## src/verilog/adc16_ctrl_pkg.sv

```systemverilog
package adc16_ctrl_pkg;

  // Compile-time identity values reported in the status view of word 0
  localparam logic [1:0] ZDOK_REV    = 2'd2;
  localparam logic [3:0] NUM_UNITS   = 4'd1;
  localparam logic [1:0] CARRIER_REV = 2'd2;

  // ADC chips per board pair, sizes bitslip bus and chip-select field
  localparam int NUM_CHIPS = 8;
  // Delay-reset lines spread over words 2 and 3
  localparam int NUM_DELAY = 64;

  // Word indices, decoded from adr[3:2]
  localparam logic [1:0] REG_CFG3W  = 2'd0;
  localparam logic [1:0] REG_CTRL   = 2'd1;
  localparam logic [1:0] REG_DLY_LO = 2'd2;
  localparam logic [1:0] REG_DLY_HI = 2'd3;

  // Wishbone request from the host
  typedef struct packed {
    logic        cyc;
    logic        stb;
    logic        we;
    logic [31:0] adr;
    // sel[3] enables dat[31:24]
    logic [3:0]  sel;
    logic [31:0] dat;
  } wb_req_t;

  // Wishbone response back to the host
  typedef struct packed {
    logic        ack;
    logic        err;
    logic [31:0] dat;
  } wb_rsp_t;

  // 3-wire serial pins of one ADC board, selects active low
  typedef struct packed {
    logic       sclk;
    logic       sdata;
    logic [3:0] csn;
  } adc3wire_t;

  // Control word, spare bits are plain storage
  typedef struct packed {
    logic [10:0]          spare_31_21;
    logic                 reset;
    logic [2:0]           spare_19_17;
    logic                 snap_req;
    logic [NUM_CHIPS-1:0] bitslip;
    logic [2:0]           spare_7_5;
    logic [4:0]           tap;
  } ctrl_t;

  // Word 0 as it is stored and as it is read back
  typedef union packed {
    struct packed {
      logic [15:0]          rsvd;
      logic [5:0]           spare;
      logic                 sclk;
      logic                 sdata;
      // cs[7] is chip H, cs[0] is chip A
      logic [NUM_CHIPS-1:0] cs;
    } stored;
    struct packed {
      logic [1:0]  zero_31_30;
      logic [1:0]  zdok_rev;
      logic [1:0]  zero_27_26;
      logic [1:0]  locked;
      logic [3:0]  num_units;
      logic [1:0]  zero_19_18;
      logic [1:0]  carrier_rev;
      logic [15:0] low;
    } status;
  } cfg3w_word_u;

endpackage

```

## src/verilog/adc16_strobe_gen.sv

```systemverilog
`timescale 1ns/1ps

module adc16_strobe_gen
  import adc16_ctrl_pkg::*;
(
  input  logic                 wb_clk_i,
  input  logic                 wb_rst_i,
  input  logic [NUM_CHIPS-1:0] bitslip_lvl_i,
  input  logic [NUM_DELAY-1:0] dly_rst_lvl_i,
  output logic [NUM_CHIPS-1:0] bitslip_pulse_o,
  output logic [NUM_DELAY-1:0] delay_rst_pulse_o
);

  // All level bits handled as one vector, bitslip in the low bits
  logic [NUM_DELAY+NUM_CHIPS-1:0] lvl;
  logic [NUM_DELAY+NUM_CHIPS-1:0] prev_q;
  logic [NUM_DELAY+NUM_CHIPS-1:0] pulse_q;

  assign lvl = {dly_rst_lvl_i, bitslip_lvl_i};

  // Previous level and rising-edge pulse
  always_ff @(posedge wb_clk_i) begin
    if (wb_rst_i) begin
      prev_q  <= '0;
      pulse_q <= '0;
    end else begin
      prev_q  <= lvl;
      // High for one cycle on a 0 to 1 change
      pulse_q <= lvl & ~prev_q;
    end
  end

  // Split back into the two pulse buses
  assign bitslip_pulse_o   = pulse_q[NUM_CHIPS-1:0];
  assign delay_rst_pulse_o = pulse_q[NUM_DELAY+NUM_CHIPS-1:NUM_CHIPS];

endmodule

```

## src/verilog/wb_adc16_regs.sv

```systemverilog
`timescale 1ns/1ps

module wb_adc16_regs
  import adc16_ctrl_pkg::*;
(
  input  logic        wb_clk_i,
  input  logic        wb_rst_i,
  input  wb_req_t     req_i,
  input  logic [1:0]  locked_i,
  output wb_rsp_t     rsp_o,
  output logic [15:0] cfg3w_o,
  output ctrl_t       ctrl_o,
  output logic [63:0] dly_rst_o
);

  // Bus handshake state
  logic        ack_q;
  logic        req_take;
  logic [1:0]  word_sel;
  logic [31:0] rdat_q;
  logic [31:0] rdat_next;

  // Register words
  logic [15:0]          cfg3w_q;
  ctrl_t                ctrl_q;
  logic [NUM_DELAY-1:0] dly_q;

  // Lock synchronizer stages
  logic [1:0] lock_meta_q;
  logic [1:0] lock_sync_q;

  // Word 0 as seen by a read
  cfg3w_word_u status_w;

  // Merge write data into a word, one byte lane per sel bit
  function automatic logic [31:0] merge_bytes(
    input logic [31:0] old_word,
    input logic [31:0] wr_data,
    input logic [3:0]  sel
  );
    logic [31:0] result;
    result = old_word;
    for (int b = 0; b < 4; b++) begin
      if (sel[b]) begin
        result[b*8 +: 8] = wr_data[b*8 +: 8];
      end
    end
    return result;
  endfunction

  // New request only while no ack is outstanding
  assign req_take = req_i.cyc & req_i.stb & ~ack_q;
  assign word_sel = req_i.adr[3:2];

  // Status view of word 0
  always_comb begin
    status_w                    = '0;
    status_w.status.zdok_rev    = ZDOK_REV;
    status_w.status.locked      = lock_sync_q;
    status_w.status.num_units   = NUM_UNITS;
    status_w.status.carrier_rev = CARRIER_REV;
    status_w.status.low         = cfg3w_q;
  end

  // Read-back mux
  always_comb begin
    case (word_sel)
      REG_CFG3W:  rdat_next = status_w;
      REG_CTRL:   rdat_next = ctrl_q;
      REG_DLY_LO: rdat_next = dly_q[31:0];
      default:    rdat_next = dly_q[63:32];
    endcase
  end

  // Ack is a single-cycle pulse after each taken request
  always_ff @(posedge wb_clk_i) begin
    if (wb_rst_i) begin
      ack_q <= 1'b0;
    end else begin
      ack_q <= req_take;
    end
  end

  // Register writes land on the edge that raises ack
  always_ff @(posedge wb_clk_i) begin
    if (wb_rst_i) begin
      cfg3w_q <= '0;
      ctrl_q  <= '0;
      dly_q   <= '0;
    end else if (req_take && req_i.we) begin
      case (word_sel)
        REG_CFG3W: begin
          // Only the two low lanes are writable
          cfg3w_q <= 16'(merge_bytes({16'h0000, cfg3w_q}, req_i.dat, req_i.sel));
        end
        REG_CTRL: begin
          ctrl_q <= ctrl_t'(merge_bytes(ctrl_q, req_i.dat, req_i.sel));
        end
        REG_DLY_LO: begin
          dly_q[31:0] <= merge_bytes(dly_q[31:0], req_i.dat, req_i.sel);
        end
        default: begin
          // Upper half of the delay-reset lines
          dly_q[63:32] <= merge_bytes(dly_q[63:32], req_i.dat, req_i.sel);
        end
      endcase
    end
  end

  // Read data is captured with the request
  always_ff @(posedge wb_clk_i) begin
    if (req_take && !req_i.we) begin
      rdat_q <= rdat_next;
    end
  end

  // Two-flop synchronizer for the line-clock lock flags
  always_ff @(posedge wb_clk_i) begin
    if (wb_rst_i) begin
      lock_meta_q <= '0;
      lock_sync_q <= '0;
    end else begin
      lock_meta_q <= locked_i;
      lock_sync_q <= lock_meta_q;
    end
  end

  // Response, data forced to zero outside ack
  assign rsp_o = '{
    ack: ack_q,
    err: 1'b0,
    dat: ack_q ? rdat_q : 32'h0000_0000
  };

  assign cfg3w_o   = cfg3w_q;
  assign ctrl_o    = ctrl_q;
  assign dly_rst_o = dly_q;

endmodule

```

## src/verilog/adc16_ctrl_top.sv

```systemverilog
`timescale 1ns/1ps

module adc16_ctrl_top
  import adc16_ctrl_pkg::*;
(
  input  logic                 wb_clk_i,
  input  logic                 wb_rst_i,
  input  wb_req_t              wb_req_i,
  output wb_rsp_t              wb_rsp_o,
  input  logic [1:0]           adc_locked_i,
  output adc3wire_t            adc0_3w_o,
  output adc3wire_t            adc1_3w_o,
  output logic                 adc_reset_o,
  output logic                 snap_req_o,
  output logic [4:0]           delay_tap_o,
  output logic [NUM_CHIPS-1:0] bitslip_o,
  output logic [NUM_DELAY-1:0] delay_rst_o
);

  // Register block outputs
  logic [15:0]          cfg3w;
  ctrl_t                ctrl;
  logic [NUM_DELAY-1:0] dly_rst;

  // Stored view of word 0 for the pin fan-out
  cfg3w_word_u cfg_w;

  wb_adc16_regs regs_i (
    .wb_clk_i  (wb_clk_i),
    .wb_rst_i  (wb_rst_i),
    .req_i     (wb_req_i),
    .locked_i  (adc_locked_i),
    .rsp_o     (wb_rsp_o),
    .cfg3w_o   (cfg3w),
    .ctrl_o    (ctrl),
    .dly_rst_o (dly_rst)
  );

  // Bitslip and delay-reset levels become single pulses
  adc16_strobe_gen strobe_i (
    .wb_clk_i          (wb_clk_i),
    .wb_rst_i          (wb_rst_i),
    .bitslip_lvl_i     (ctrl.bitslip),
    .dly_rst_lvl_i     (dly_rst),
    .bitslip_pulse_o   (bitslip_o),
    .delay_rst_pulse_o (delay_rst_o)
  );

  assign cfg_w = {16'h0000, cfg3w};

  // Both boards share clock and data
  assign adc0_3w_o.sclk  = cfg_w.stored.sclk;
  assign adc0_3w_o.sdata = cfg_w.stored.sdata;
  assign adc1_3w_o.sclk  = cfg_w.stored.sclk;
  assign adc1_3w_o.sdata = cfg_w.stored.sdata;

  // Selects stored active high, pins active low
  // Board 0 takes chips A to D, board 1 chips E to H
  assign adc0_3w_o.csn = ~cfg_w.stored.cs[3:0];
  assign adc1_3w_o.csn = ~cfg_w.stored.cs[7:4];

  // Level controls straight from the control word
  assign adc_reset_o = ctrl.reset;
  assign snap_req_o  = ctrl.snap_req;
  assign delay_tap_o = ctrl.tap;

endmodule

```

## config.mk

```make
export PLATFORM = sky130hd
export DESIGN_NAME = adc16_ctrl_top
export DESIGN_NICKNAME = d
export VERILOG_FILES = /design/src/verilog/adc16_ctrl_pkg.sv /design/src/verilog/adc16_strobe_gen.sv /design/src/verilog/wb_adc16_regs.sv /design/src/verilog/adc16_ctrl_top.sv
export SDC_FILE = /design/constraint.sdc
export NUM_CORES = 1
export LEC_CHECK = 0
export BUFFER_PORTS_ARGS = -buffer_cell sky130_fd_sc_hd__buf_2
export CORE_MARGIN = 10
export CORE_UTILIZATION = 57
export CTS_BUF_LIST = sky130_fd_sc_hd__clkbuf_2
export CTS_CLUSTER_DIAMETER = 120
export DETAILED_ROUTE_END_ITERATION = 12
export PLACE_DENSITY = 0.8
export SLEW_MARGIN = 20
export SYNTH_ARGS = -nofsm -noshare
export SYNTH_HDL_FRONTEND = slang
export SYNTH_SLANG_ARGS = --single-unit
export TNS_END_PERCENT = 10
```

## constraint.sdc

```tcl
create_clock -name wb_clk_i -period 2.5 [get_ports wb_clk_i]
set_input_delay 0.25 -clock wb_clk_i [delete_from_list [all_inputs] [get_ports wb_clk_i]]
set_output_delay 0.25 -clock wb_clk_i [all_outputs]
set_load 0.05 [all_outputs]
```

==> qor.log <==
INFO  pwr            sequentialPowerShare=0.584
INFO  run_status     run_status=finished clean
INFO  synthesis      yosys_top_cell_by_area=sky130_fd_sc_hd__dfxtp_1
INFO  floorplan      dieWidth=154µm
INFO  synthesis      ys.warnings.count=0
INFO  synthesis      synth_area=0.0102mm²
INFO  clocking       tritoncts=done
INFO  worst_setup_path worstPathBufferInverterCount=1
INFO  drt            drt_pre_antenna_iters=5
INFO  drt            wirelength=22.3mm
INFO  worst_setup_path cell_chain_of_the_critical_path=and4b_1, nand3_2, mux2i_1, dlygate4sd3_1
INFO  pwr            switching_share=0.250
INFO  global_routing grt_first_pass_wirelength=36.0mm
INFO  run            timing.max_cap.violations=0
INFO  worst_setup_path crit_path_max_fanout=11
INFO  worst_setup_path worst-r2r-setup-slack=0.25ns
INFO  cells_and_area ff_latch_area=0.00619mm²
INFO  cells_and_area layoutNonFillerInstCount=1401
INFO  worst_setup_path crit_arrival=2.90ns
INFO  pwr            cell_internal_pwr=0.00615W
INFO  sta            layout_worst_path_cycle_share=0.901
INFO  clocking       clock_latency=0.80ns
INFO  pwr            power_frac_clock=0.366
INFO  clocking       worst_setup_hold_path_clk_slew=0.12ns
INFO  floorplan      io-pin-count=200
INFO  clocking       max-clock-path-buffers=3
INFO  floorplan      floorplan.die_area=0.0236mm²
INFO  floorplan      design.core.area=0.0174mm²
INFO  worst_setup_path critical_path.top_delay_family=simple AND/OR/NAND/NOR gates
INFO  pwr            power_density=667mW/mm²
INFO  worst_setup_path critical_path.startpoint_type=flip-flop
INFO  pwr            total_power_of_the_final_layout=0.00820W
INFO  drt            route.vias.total=6798
INFO  clocking       num_clock_sinks=293
INFO  drt            detailedRoute.firstIterationViolations=272
INFO  worst_setup_path crit_path_largest_cell_delay=0.60ns
INFO  pwr            pwr-share-comb=0.050
INFO  sta            rsz0062_at_grt=false
INFO  sta            timing.final.setup_violations=0
INFO  cells_and_area most_common_library_cell_in_the_layout_ignoring_fill_and_taps=sky130_fd_sc_hd__dfxtp_1
INFO  synthesis      synth-main-ff-cell=sky130_fd_sc_hd__dfxtp_1
INFO  sta            fmax=444MHz
INFO  synthesis      synth_sequential_area_ratio=0.607
INFO  synthesis      synth_cells=862
INFO  sta            finalHoldViolations=0
INFO  sta            fin_setup_tns=0ns
INFO  worst_setup_path critical_path_required=3.15ns
INFO  drt            detail_route.drc_violations=0
INFO  place          io_buffers=168
INFO  sta            period_minus_slack=2.25ns
INFO  worst_setup_path setup.worst_path.end_class=flip-flop
INFO  sta            hold_slack=0.0904ns
INFO  sta            worst_clk_skew=0.0573ns
INFO  global_routing grt_antenna_before_repair=3
INFO  clocking       cts_inserted_buffers=72
INFO  synthesis      yosysTopAreaCellShare=0.513
INFO  worst_setup_path timing.setup.critical_path_class=reg2reg
INFO  synthesis      synth.distinct_cells=30
INFO  global_routing maximum_number_of_pins_on_one_net_before_global_route_repair=72
INFO  synthesis      avgSynthCellArea=11.8µm²
INFO  synthesis      ys_ff_latch=293
INFO  sta            max_slew.worst_pin.slew=0.926ns
INFO  worst_setup_path cp_slowest_cell=sky130_fd_sc_hd__and4b_1
INFO  cells_and_area areaGrowthSynthToFinish=20.7%
INFO  synthesis      post_synth_edffs=32
INFO  clocking       ctsRootBufferMaster=sky130_fd_sc_hd__clkbuf_2
INFO  clocking       htree_levels=3
INFO  sta            final-max-slew-violation-count=0
INFO  synthesis      synth_nets=937
INFO  drt            antenna_left=0
INFO  cells_and_area finish.net_count=1194
INFO  synthesis      ys_async_rst_share=0
INFO  cells_and_area multi_input_comb_area=0.00348mm²
INFO  place          detailed_place_hpwl=14.5mm
INFO  floorplan      std_cell_rows=48
INFO  global_routing via_count_of_the_first_global_routing_pass=7247
INFO  drt            vias_per_cell=4.85
INFO  clocking       cts-resized-gates=0
INFO  synthesis      post_synth_main_area_contributors=sky130_fd_sc_hd__dfxtp_1 (51%), sky130_fd_sc_hd__mux2i_1 (11%), sky130_fd_sc_hd__edfxtp_1 (9.4%), sky130_fd_sc_hd__nand2b_1 (8.4%), sky130_fd_sc_hd__mux4_2 (4.0%)
INFO  pwr            largest_voltage_drop_on_the_vdd_net=0.487mV
INFO  drt            avgRoutedWirePerCell=15.9µm
INFO  floorplan      die_height=154µm
INFO  worst_hold_path hold_class=in2reg
INFO  floorplan      initial_core_util=0.585
INFO  global_routing total_global_routing_track_utilization=0.185
INFO  sta            slew-limit-headroom=0.380
INFO  cells_and_area layout_cells_sized_above_1=0.286
INFO  cells_and_area fillers=1277
INFO  pwr            netSwitchingPower=0.00205W
INFO  place          gp_congestion=0.790
INFO  place          place_inst=1219
INFO  pwr            cellLeakagePower=6.29nW
INFO  cells_and_area mostFrequentLayoutCells=sky130_fd_sc_hd__dfxtp_1 (261), sky130_fd_sc_hd__buf_2 (167), sky130_fd_sc_hd__nand2b_1 (137), sky130_fd_sc_hd__mux2i_1 (107), sky130_fd_sc_hd__clkbuf_2 (101)
INFO  global_routing global_route.overflow_total=0
[synth_stat cells, drive strengths merged (3+ instances only)]
| library cell | number |
|---|---|
| dfxtp | 261 |
| buf | 26 |
| a21oi | 3 |
| nor2b | 21 |
| inv | 72 |
| o21ai | 16 |
| edfxtp | 32 |
| clkbuf | 21 |
| mux4 | 18 |
| nor2 | 73 |
| mux2i | 107 |
| nand3 | 10 |
| and2 | 32 |
| nand2b | 137 |
| and3 | 5 |
| a22o | 11 |
| mux2 | 11 |
[registers in the layout, indices dropped and copies added, names as in the netlist]
| signal | cells |
|---|---|
| regs_i.ack_q | 1 |
| regs_i.lock_sync_q | 2 |
| regs_i.lock_meta_q | 2 |
| regs_i.rdat_q | 32 |
| strobe_i.prev_q | 72 |
| regs_i.ctrl_o | 32 |
| regs_i.dly_rst_o | 64 |
| regs_i.cfg3w_o | 16 |
| strobe_i.pulse_q | 72 |
[per-stage QoR]
stage	area, µm²	utilization	setup WS, ns
after global routing	12300	0.707	0.128
after global placement	11200	0.640	0.316
after floorplan	10200	-	0.198
after CTS	12300	0.706	0.258
after detailed placement	11200	0.640	0.268
final	12300	0.707	0.248
[worst paths after layout]
kind | startpoint | end | cells after the start
min reg2reg | strobe_i.prev_q[23]$_SDFF_PP0_ | strobe_i.pulse_q[23]$_SDFF_PP0_ | 1
max | regs_i.ack_q$_SDFF_PP0_ | regs_i.cfg3w_o[1]$_SDFFE_PP0P_ | 4
max reg2reg | regs_i.ack_q$_SDFF_PP0_ | regs_i.cfg3w_o[1]$_SDFFE_PP0P_ | 4
min | wb_req_i[69] | regs_i.dly_rst_o[61]$_SDFFE_PP0P_ | 5
[timing repair]
item | 4_1_cts | 5_1_grt
endpoints found under the hold margin | 132 | 0
setup buffers | 0 | 0
hold buffers | 51 | 0
[worst register-to-register path, delay by kind of cell, from the launching register on]
family | cells | cell delay (ns)
buffers and inverters | 1 | 0.56
DFF | 1 | 0.34
muxes | 1 | 0.21
and+or+nand+nor | 2 | 1.01
[per-layer routing]
metal	GRT usage	part of all wire
met1	0.208	0.42
met2	0.311	0.49
met3	0.0686	0.076
met4	0.0760	0.015
met5	0	0
[cells by family (layout without fill, tap and decap cells)]
group	count (synthesis)	in the layout	synth area share
AO/OA/AOI/OAI	30	30	0.0188
buffers and inverters	119	430	0.0531
flip-flops	293	293	0.607
AND/OR/NAND/NOR	283	283	0.164
multiplexers	136	136	0.157
other	1	4	0.000368
[power by group through the flow]
stage / clock (W) / sequential (W) / combinational (W)
floorplan: 0 / 0.00491 / 0.000232
global placement: 0 / 0.00490 / 0.000357
detailed placement: 0 / 0.00490 / 0.000359
CTS: 0.00311 / 0.00479 / 0.000414
global route: 0.00334 / 0.00479 / 0.000444
finish: 0.00300 / 0.00479 / 0.000412
[area by class of cell]
class / instances / share of cell area
clock buffers: 101 / 0.0411
multi-input cells: 450 / 0.282
well taps: 225 / 0.0229
flip-flops and latches: 293 / 0.503
clock inverters: 27 / 0.0107
inverters: 72 / 0.0220
repair buffers: 230 / 0.118
diodes: 3 / 0.000610
Note: power is estimated with default switching activity, not from simulation.
